### src/hw/ipdc_pkg.sv
package ipdc_pkg;

	// ----------------------------------------
	// image and window geometry
	// ----------------------------------------
	localparam int IMG_DIM     = 8;
	localparam int IMG_PIXELS  = IMG_DIM * IMG_DIM;
	localparam int WIN_DIM     = 4;
	localparam int WIN_PIXELS  = WIN_DIM * WIN_DIM;
	localparam int ADDR_W      = 6;
	localparam int WIN_CNT_W   = 4;
	// row 2, column 2
	localparam int ZOOM_ORIGIN = 18;

	// pixel word widths
	localparam int CHAN_W = 8;
	localparam int PIX_W  = 3 * CHAN_W;

	// ----------------------------------------
	// opcodes
	// ----------------------------------------
	typedef enum logic [2:0] {
		LOAD   = 3'd0,
		RIGHT  = 3'd1,
		DOWN   = 3'd2,
		HOME   = 3'd3,
		ZOOM   = 3'd4,
		MEDIAN = 3'd5,
		YCC    = 3'd6,
		RGB    = 3'd7
	} op_mode_e;

	// ----------------------------------------
	// pixel formats
	// ----------------------------------------
	// r sits in the low byte
	typedef struct packed {
		logic [CHAN_W-1:0] b;
		logic [CHAN_W-1:0] g;
		logic [CHAN_W-1:0] r;
	} rgb_t;

	// y sits in the low byte, cr on top
	typedef struct packed {
		logic [CHAN_W-1:0] cr;
		logic [CHAN_W-1:0] cb;
		logic [CHAN_W-1:0] y;
	} ycc_t;

	// one output word, read per the current colour mode
	typedef union packed {
		rgb_t rgb;
		ycc_t ycc;
	} pixel_u;

	// one-cycle origin move strobes
	typedef struct packed {
		logic shift_right;
		logic shift_down;
		logic go_home;
		logic go_zoom;
	} origin_cmd_t;

endpackage

### src/hw/ipdc_ctrl.sv
`timescale 1ns/10ps

module ipdc_ctrl (
	input  logic                         i_clk,
	input  logic                         i_rst_n,
	input  logic                         i_op_valid,
	input  ipdc_pkg::op_mode_e           i_op_mode,
	input  logic                         i_in_valid,
	output logic                         o_in_ready,
	output logic                         o_wr_en,
	output logic [ipdc_pkg::ADDR_W-1:0]    o_wr_addr,
	output ipdc_pkg::origin_cmd_t        o_origin_cmd,
	output logic                         o_rd_en,
	output logic [ipdc_pkg::WIN_CNT_W-1:0] o_win_idx,
	output logic                         o_ycc_mode
);

	import ipdc_pkg::*;

	typedef enum logic [1:0] {
		ST_IDLE,
		ST_LOAD,
		ST_DISPLAY
	} state_e;

	state_e              state;
	// shared by load address and window index
	logic [ADDR_W-1:0]   cnt;
	// low for the first display cycle, then high for 16 reads
	logic                rd_q;
	logic                ycc_q;
	logic                accept;

	// ----------------------------------------
	// op acceptance and origin decode
	// ----------------------------------------
	// ops only taken while idle, load ignores them
	assign accept = (state == ST_IDLE) && i_op_valid;

	always_comb begin
		o_origin_cmd = '0;
		if (accept) begin
			case (i_op_mode)
				RIGHT: o_origin_cmd.shift_right = 1'b1;
				DOWN:  o_origin_cmd.shift_down  = 1'b1;
				HOME:  o_origin_cmd.go_home     = 1'b1;
				ZOOM:  o_origin_cmd.go_zoom     = 1'b1;
				default: ;
			endcase
		end
	end

	// ----------------------------------------
	// state, counter, mode
	// ----------------------------------------
	always_ff @(posedge i_clk or negedge i_rst_n) begin
		if (!i_rst_n) begin
			state <= ST_IDLE;
			cnt   <= '0;
			rd_q  <= 1'b0;
			ycc_q <= 1'b0;
		end else begin
			case (state)
				ST_IDLE: begin
					if (accept) begin
						case (i_op_mode)
							LOAD: begin
								state <= ST_LOAD;
								cnt   <= '0;
							end
							RIGHT, DOWN, HOME, ZOOM: begin
								state <= ST_DISPLAY;
								cnt   <= '0;
								rd_q  <= 1'b0;
							end
							YCC: ycc_q <= 1'b1;
							RGB: ycc_q <= 1'b0;
							// median kept as a no-op
							default: ;
						endcase
					end
				end
				ST_LOAD: begin
					if (i_in_valid) begin
						if (cnt == ADDR_W'(IMG_PIXELS - 1)) begin
							state <= ST_IDLE;
							cnt   <= '0;
						end else begin
							cnt <= cnt + 1'b1;
						end
					end
				end
				ST_DISPLAY: begin
					// origin settles in the gap cycle before the first read
					if (!rd_q) begin
						rd_q <= 1'b1;
					end else if (cnt == ADDR_W'(WIN_PIXELS - 1)) begin
						state <= ST_IDLE;
						rd_q  <= 1'b0;
						cnt   <= '0;
					end else begin
						cnt <= cnt + 1'b1;
					end
				end
				default: state <= ST_IDLE;
			endcase
		end
	end

	// ready while idle or loading
	assign o_in_ready = (state != ST_DISPLAY);
	assign o_wr_en    = (state == ST_LOAD) && i_in_valid;
	assign o_wr_addr  = cnt;
	assign o_rd_en    = rd_q;
	assign o_win_idx  = cnt[WIN_CNT_W-1:0];
	assign o_ycc_mode = ycc_q;

endmodule

### src/hw/image_buffer.sv
`timescale 1ns/10ps

module image_buffer (
	input  logic                      i_clk,
	input  logic                      i_rst_n,
	input  logic                      i_wr_en,
	input  logic [ipdc_pkg::ADDR_W-1:0] i_wr_addr,
	input  ipdc_pkg::pixel_u          i_wr_data,
	input  logic [ipdc_pkg::ADDR_W-1:0] i_rd_addr,
	output ipdc_pkg::pixel_u          o_rd_data
);

	import ipdc_pkg::*;

	// 8x8 image, row-major
	pixel_u mem [IMG_PIXELS];

	// ----------------------------------------
	// write port
	// ----------------------------------------
	// image starts black after reset
	always_ff @(posedge i_clk or negedge i_rst_n) begin
		if (!i_rst_n) begin
			for (int i = 0; i < IMG_PIXELS; i++) begin
				mem[i] <= '0;
			end
		end else if (i_wr_en) begin
			mem[i_wr_addr] <= i_wr_data;
		end
	end

	// ----------------------------------------
	// read port
	// ----------------------------------------
	// combinational, registered later in color_convert
	assign o_rd_data = mem[i_rd_addr];

endmodule

### src/hw/window_origin.sv
`timescale 1ns/10ps

module window_origin (
	input  logic                         i_clk,
	input  logic                         i_rst_n,
	input  ipdc_pkg::origin_cmd_t        i_cmd,
	input  logic [ipdc_pkg::WIN_CNT_W-1:0] i_win_idx,
	output logic [ipdc_pkg::ADDR_W-1:0]    o_rd_addr
);

	import ipdc_pkg::*;

	logic [ADDR_W-1:0]   origin;
	// origin split into row and column
	logic [ADDR_W/2-1:0] org_col;
	logic [ADDR_W/2-1:0] org_row;
	logic [ADDR_W-1:0]   win_off;

	assign org_col = origin[ADDR_W/2-1:0];
	assign org_row = origin[ADDR_W-1:ADDR_W/2];

	// ----------------------------------------
	// origin register with clamped moves
	// ----------------------------------------
	always_ff @(posedge i_clk or negedge i_rst_n) begin
		if (!i_rst_n) begin
			origin <= '0;
		end else if (i_cmd.go_home) begin
			origin <= '0;
		end else if (i_cmd.go_zoom) begin
			origin <= ADDR_W'(ZOOM_ORIGIN);
		end else if (i_cmd.shift_right) begin
			// window must stay inside the image
			if (org_col < (IMG_DIM - WIN_DIM)) begin
				origin <= origin + 1'b1;
			end
		end else if (i_cmd.shift_down) begin
			if (org_row < (IMG_DIM - WIN_DIM)) begin
				origin <= origin + ADDR_W'(IMG_DIM);
			end
		end
	end

	// ----------------------------------------
	// window index to image address
	// ----------------------------------------
	// upper index bits pick the row, lower ones the column
	assign win_off = ADDR_W'(i_win_idx[WIN_CNT_W-1:WIN_CNT_W/2]) * ADDR_W'(IMG_DIM)
		+ ADDR_W'(i_win_idx[WIN_CNT_W/2-1:0]);

	assign o_rd_addr = origin + win_off;

endmodule

### src/hw/color_convert.sv
`timescale 1ns/10ps

module color_convert (
	input  logic             i_clk,
	input  logic             i_rst_n,
	input  logic             i_rd_en,
	input  logic             i_ycc_mode,
	input  ipdc_pkg::pixel_u i_pixel,
	output logic             o_out_valid,
	output ipdc_pkg::pixel_u o_out_data
);

	import ipdc_pkg::*;

	// 12-bit signed covers every intermediate sum
	logic signed [11:0] r_s;
	logic signed [11:0] g_s;
	logic signed [11:0] b_s;
	logic signed [11:0] y_sum;
	logic signed [11:0] cb_sum;
	logic signed [11:0] cr_sum;
	pixel_u             conv;
	pixel_u             out_q;
	logic               valid_q;

	// clamp to one unsigned channel
	function automatic logic [CHAN_W-1:0] sat_chan(input logic signed [11:0] v);
		if (v < 0) begin
			return '0;
		end else if (v > 255) begin
			return '1;
		end
		return v[CHAN_W-1:0];
	endfunction

	// ----------------------------------------
	// fixed-point conversion
	// ----------------------------------------
	always_comb begin
		r_s = {4'b0, i_pixel.rgb.r};
		g_s = {4'b0, i_pixel.rgb.g};
		b_s = {4'b0, i_pixel.rgb.b};
		// eighths, +4 rounds half up
		y_sum  = (r_s <<< 1) + (g_s <<< 2) + g_s + 12'sd4;
		cb_sum = (b_s <<< 2) - r_s - (g_s <<< 1) + 12'sd4;
		cr_sum = (r_s <<< 2) - (g_s <<< 1) - g_s - b_s + 12'sd4;
		// arithmetic shift floors negative sums
		conv.ycc.y  = sat_chan(y_sum >>> 3);
		conv.ycc.cb = sat_chan((cb_sum >>> 3) + 12'sd128);
		conv.ycc.cr = sat_chan((cr_sum >>> 3) + 12'sd128);
	end

	// ----------------------------------------
	// output register
	// ----------------------------------------
	always_ff @(posedge i_clk or negedge i_rst_n) begin
		if (!i_rst_n) begin
			valid_q <= 1'b0;
			out_q   <= '0;
		end else begin
			valid_q <= i_rd_en;
			// data bus idles at zero between beats
			if (!i_rd_en) begin
				out_q <= '0;
			end else if (i_ycc_mode) begin
				out_q <= conv;
			end else begin
				out_q <= i_pixel;
			end
		end
	end

	assign o_out_valid = valid_q;
	assign o_out_data  = out_q;

endmodule

### src/hw/ipdc_top.sv
`timescale 1ns/10ps

module ipdc_top (
	input  logic               i_clk,
	input  logic               i_rst_n,
	input  logic               i_op_valid,
	input  ipdc_pkg::op_mode_e i_op_mode,
	input  logic               i_in_valid,
	input  ipdc_pkg::pixel_u   i_in_data,
	output logic               o_in_ready,
	output logic               o_out_valid,
	output ipdc_pkg::pixel_u   o_out_data
);

	import ipdc_pkg::*;

	// ----------------------------------------
	// internal nets
	// ----------------------------------------
	logic                 wr_en;
	logic [ADDR_W-1:0]    wr_addr;
	origin_cmd_t          origin_cmd;
	logic                 rd_en;
	logic [WIN_CNT_W-1:0] win_idx;
	logic                 ycc_mode;
	logic [ADDR_W-1:0]    rd_addr;
	pixel_u               rd_data;

	// op decode, counters, mode
	ipdc_ctrl u_ctrl (
		.i_clk        (i_clk),
		.i_rst_n      (i_rst_n),
		.i_op_valid   (i_op_valid),
		.i_op_mode    (i_op_mode),
		.i_in_valid   (i_in_valid),
		.o_in_ready   (o_in_ready),
		.o_wr_en      (wr_en),
		.o_wr_addr    (wr_addr),
		.o_origin_cmd (origin_cmd),
		.o_rd_en      (rd_en),
		.o_win_idx    (win_idx),
		.o_ycc_mode   (ycc_mode)
	);

	// pixel store, load data comes straight in
	image_buffer u_buf (
		.i_clk     (i_clk),
		.i_rst_n   (i_rst_n),
		.i_wr_en   (wr_en),
		.i_wr_addr (wr_addr),
		.i_wr_data (i_in_data),
		.i_rd_addr (rd_addr),
		.o_rd_data (rd_data)
	);

	window_origin u_origin (
		.i_clk     (i_clk),
		.i_rst_n   (i_rst_n),
		.i_cmd     (origin_cmd),
		.i_win_idx (win_idx),
		.o_rd_addr (rd_addr)
	);

	color_convert u_conv (
		.i_clk       (i_clk),
		.i_rst_n     (i_rst_n),
		.i_rd_en     (rd_en),
		.i_ycc_mode  (ycc_mode),
		.i_pixel     (rd_data),
		.o_out_valid (o_out_valid),
		.o_out_data  (o_out_data)
	);

endmodule

### config.mk
export PLATFORM = sky130hd
export DESIGN_NAME = ipdc_top
export DESIGN_NICKNAME = d
export VERILOG_FILES = /design/src/hw/ipdc_pkg.sv /design/src/hw/ipdc_ctrl.sv /design/src/hw/image_buffer.sv /design/src/hw/window_origin.sv /design/src/hw/color_convert.sv /design/src/hw/ipdc_top.sv
export SDC_FILE = /design/constraint.sdc
export NUM_CORES = 2
export LEC_CHECK = 0
export ABC_CLOCK_PERIOD_IN_PS = 8100
export BUFFER_PORTS_ARGS = -buffer_cell sky130_fd_sc_hd__buf_2
export CAP_MARGIN = 20
export CORE_MARGIN = 8
export CORE_UTILIZATION = 60
export CTS_CLUSTER_DIAMETER = 150
export CTS_CLUSTER_SIZE = 10
export DETAILED_ROUTE_END_ITERATION = 12
export GPL_TIMING_DRIVEN = 0
export PLACE_DENSITY = 0.76
export SLEW_MARGIN = 30
export SYNTH_ARGS = -nofsm -noshare
export SYNTH_HDL_FRONTEND = slang
export SYNTH_HIERARCHICAL = 1
export SYNTH_SLANG_ARGS = --single-unit
### constraint.sdc
create_clock -name i_clk -period 8.1 [get_ports i_clk]
set_clock_uncertainty 0.2 [all_clocks]
set_input_delay 0.405 -clock i_clk [delete_from_list [all_inputs] [get_ports i_clk]]
set_output_delay 0.405 -clock i_clk [all_outputs]
set_load 0.005 [all_outputs]
* Word level (Yosys, flattened, before mapping)
Cells that the tools add are included.
Operators by class: add/subtract/negate cells 17, $lt $le $gt $ge 11, equality and inequality tests 20, mux-type cells 54, bitwise operators 2, reductions and logical operators 17
Operator list (count):
- $bwmux 1536 | 1
- $bmux 24 s6 | 1
- $demux 24 s6 | 1
- $mux 24 | 5
- $mux 6 | 12
- $mux 8 | 9
- $add 12x4->12 const B | 3
- $sub 12x9->12 | 2
- $add 9x9->10 const B | 2
- $gt 10x9->1 const B | 2
- $lt 10x1->1 const B | 2
- $pmux 6 s3 | 1
- $ge 7x7->1 const B | 2
- $mux 1 | 14
- $not 6->7 | 2
- $add 12x9->12 | 1
- $add 6x1->6 const B | 2
- $sub 12x10->12 | 1
- $add 9x10->11 | 1
- $sub 10x8->11 | 1
- $sub 10x9->11 | 1
- $mux 2 | 5
- $eq 3x3->1 const B | 3
- $gt 9x9->1 const B | 1
- other kinds (31) | 46
Word-level totals: register bits after elaboration 1577, input bits 31, output and inout bits 26, word-level logic and storage cells 192

* Depth between registers and ports, before layout
depth in word-level cells 17, mapped depth 33, depth with buffers taken out 30

* Modules after synthesis
Netlist, hierarchy kept.
Modules (own cells, without submodules):
- image_buffer | instances 1, cells each 4486, area each 70495.1 um^2, sequential area each 38436.9 um^2
- color_convert | instances 1, cells each 407, area each 3514.6 um^2, sequential area each 625.6 um^2
- ipdc_ctrl | instances 1, cells each 83, area each 775.7 um^2, sequential area each 250.2 um^2
- window_origin | instances 1, cells each 50, area each 474.2 um^2, sequential area each 150.1 um^2

* Worst setup path before layout
No wires, ideal clock.
path type register -> register, start reg u_ctrl.cnt[0] (netlist: u_ctrl/o_wr_addr[0]), end reg u_conv.out_q, in the netlist u_conv/o_out_data[18], library setup time 129 ps, arrival time 6440 ps, data required time 7771 ps, setup slack 1330 ps, stages on the path, launching flop included 30, buffers on the path 3, clock period less this slack 6770 ps, cell sequence dfrtp_1 -> ha_1 -> fa_1 -> a31oi_1 -> xnor2_1 -> buf_4 -> buf_2 -> buf_2 -> mux2i_1 -> o21ai_1 -> o221ai_1 -> nor3_1 -> inv_1 -> ha_1 -> nor2b_1 -> o21ai_0 -> a21oi_1 -> o21ai_0 -> nand2b_1 -> xnor2_1 -> fa_1 -> inv_1 -> ha_1 -> ha_1 -> a21oi_1 -> o21ai_1 -> a2111oi_4 -> nor2_1 -> o211ai_1 -> a31oi_1
RTL lines:
- from (decl) | line ipdc_ctrl.sv:28 | logic [ADDR_W-1:0] cnt;
- from (signal assigned) | line ipdc_ctrl.sv:89 | cnt <= cnt + 1'b1;
- from (signal assigned) | line ipdc_ctrl.sv:102 | cnt <= cnt + 1'b1;
- to (signal assigned) | line color_convert.sv:66 | out_q <= conv;
- to (signal assigned) | line color_convert.sv:68 | out_q <= i_pixel;
- to (decl) | line color_convert.sv:23 | pixel_u out_q;

==> out/metrics.cfg <==
[status]
status=complete, no violations

[drt]
postRouteAntennaNets=0
firstDrtPassIters=5
via_per_inst=6.67
dr_total_vias=46400
drt_iter0_markers=4388
routed_wl_mm=222
drc_errors=0
wl_per_cell_um=31.9

[cells_and_area]
drive_gt1_share_pct=48.4
stdcell_area_mm2=0.0834
syn_to_final_growth_pct=10.8
postLayoutCoreUtil_pct=66.7
nets=5405

[timing]
rsz0062_at_grt=true
fmax_mhz=127
min_period_over_period_pct=97.4
relSlewSlack_pct=29.6
finalMaxSlewViolations=0
setup_viol=0
holdWs_ns=0.0738
worst_pin_slew_ns=1.06
setup_slack_ns=0.210
finalCriticalPeriod_ns=7.89
finalHoldViolCount=0

[hold_path]
whs_path_depth=2
hp-start=i_in_data[21]
worstHoldEndpoint=u_buf/mem[69]
min_path_type=input pin to register

[clock_network]
cts_root_buf=clkbuf_16
tritoncts=done
cts.path.max_buffers=3
insertion_delay_ns=0.82
cts.reportedPaths.clkPinSlew_ns=0.06
clock_sinks=1577
htreeDepth=4
cts_buffers=175

[global_route]
first_global_vias=48600
grt-ovfl-total=0
antenna_found_initial=13
track_usage_pct=32.6
grt_max_degree=120
grt_pass1_wl_mm=328

[synthesis]
synthTopCellsByCount=1,577 x dfrtp_1, 1,568 x mux2_2, 344 x mux4_2, 179 x clkbuf_1, 126 x buf_4
synthMostInstantiatedCell=dfrtp_1
syn_area_mm2=0.0753
synth_top_area_share_pct=52.4
syn_nets=5150
synth_cell_types=92
synth_seq_cells=1577
async_flop_share_pct=100
avgSynthCellArea_um2=15.0
seq_area_frac_synth_pct=52.4
synthCells=5026
yosysWarnings=6
synth_area_leaders=dfrtp_1 52%, mux2_2 23%, mux4_2 10%
synth_ff_type=dfrtp_1
synth_edf_count=0
yosys.area.top_type=dfrtp_1

[critical_path]
crit_path_top_delay_cell=clkbuf_2
reg2reg_depth=28
cp.arrival_ns=8.34
setup.worst_path.class=register to register
critical-path-max-stage-delay_ns=0.56
r2r_end=u_conv/o_out_data[20]
worstPathRequired_ns=8.55
r2r_start=u_ctrl/o_wr_addr[1]
crit_cells=28
path_max_fanout=11
rrSetupSlack_ns=0.21
cpLargestDelayFamily=compound AO/OA/AOI/OAI gates
critPathBufInv=3
critPathLaunch=u_ctrl/o_wr_addr[1]
endpoint_kind=register
startpoint_type=register

[power_and_ir_drop]
power_frac_comb_pct=58.5
pwr-share-seq_pct=22.6
pwr-share-clk_pct=18.9
p_leak_nw=40.1
max-vdd-ir-drop_v=0.00125
swShare_pct=44.6
powerDensity_mw_per_mm2=438
p_int_w=0.0202
p_switching_w=0.0163

[floorplan]
core_area_mm2=0.125
fp.dieH_um=370
num_rows=130
io_pins=57
dieArea_mm2=0.137
initial_core_util_pct=60.2
die_w_um=370

[place]
dpl.hpwl_mm=158
port_buffers=32
placedInstanceArea_mm2=0.0782
place_ws_ns=-0.657
gp_congestion=1.01

[run]
drv_cap=0

stage by stage:
stage | total power (W) | std cells | setup TNS (ns)
6_report | 0.0365 | 6953 | 0
5_1_grt | 0.0386 | 6947 | -0.310
4_1_cts | 0.0358 | 6936 | 0
3_5_place_dp | 0.0287 | 6732 | -8.39
3_3_place_gp | 0.0281 | 6708 | -
2_1_floorplan | 0.0226 | 5026 | 0
layout make-up:
cell class | count | area, µm²
diodes | 11 | 27.5
plain buffers | 461 | 2680
clock buffers | 182 | 4550
clock inverters | 6 | 56.3
fillers | 8767 | 41700
inverters | 59 | 221
multi-input cells | 2927 | 33400
flip-flops and latches | 1577 | 39500
well taps | 1650 | 2060
repair buffers | 80 | 928
sequential cells by signal (all words and copies together), names as in the netlist:
name,count
u_buf/mem,1536
u_conv/o_out_data,24
u_ctrl/o_wr_addr,6
u_origin/origin,6
u_ctrl/state,2
u_conv/o_out_valid,1
u_ctrl/o_rd_en,1
u_ctrl/o_ycc_mode,1
power groups by stage:
| stage | Clock, W | Combinational, W | Sequential (W) |
|---|---|---|---|
| 4_1_cts | 0.00700 | 0.0205 | 0.00824 |
| 3_5_place_dp | 0 | 0.0203 | 0.00838 |
| 5_1_grt | 0.00731 | 0.0231 | 0.00826 |
| 2_1_floorplan | 0 | 0.0143 | 0.00834 |
| 6_report | 0.00692 | 0.0214 | 0.00824 |
| 3_3_place_gp | 0 | 0.0197 | 0.00839 |
cell usage in the layout, fill, tap and decap left out, types with 30 or more instances in the layout:
cell type  netlist  layout
buf_2          101     107
clkbuf_1       179     160
clkbuf_16        0     182
a22oi_1         37      37
buf_4          126     138
mux2i_1        102     102
inv_1           57      57
nand2_1        121     121
mux2_2        1568    1568
nor2b_1         35      33
mux2_1          31      31
mux4_2         344     344
buf_6           22      38
nor2_2          37      40
nor2_1          47      43
ha_1            78      77
dfrtp_1       1577    1577
o22ai_1         37      37
o21ai_0         50      45
buf_1           31      30
a21oi_1         58      55
worst max-delay path by stage:
stage | to | slack (ns)
2_1_floorplan | u_conv/o_out_data[18] | 1.33
3_3_place_gp | u_buf/mem[438] | -27.96
3_5_place_dp | u_conv/o_out_data[20] | -0.66
4_1_cts | u_conv/o_out_data[20] | 0.02
5_1_grt | u_conv/o_out_data[20] | -0.09
6_report | u_conv/o_out_data[20] | 0.21
per-layer routing:
metal	vias to the layer above	global-route usage, %	part of all wire (%)
met5	-	0	0.012
met4	4	15.8	5.3
met3	541	8.91	8.6
met2	1969	50.2	46
met1	24900	43.1	40
li1	19000	-	-
kinds of logic (layout without fill, tap and decap cells):
logic type / after synthesis / after routing / share of synthesized area [%]
adders and majority gates: 93 / 93 / 1.70
DFF: 1577 / 1577 / 52.4
buffers and inverters: 522 / 788 / 3.67
xor gates and xnor gates: 32 / 32 / 0.372
muxes: 2046 / 2046 / 35.6
other: 0 / 11 / 0
and+or+nand+nor: 383 / 383 / 2.72
AOI/OAI and AO/OA: 373 / 373 / 3.51
what timing repair did:
action,CTS,global route
setup endpoints to repair,16,16
hold buffers,13,0
pin swaps,2,4
buffers inserted,5,6
cloned,0,0
gates resized for setup,40,59
hold endpoints to repair,306,0
Note: power is estimated with default switching activity, not from simulation.
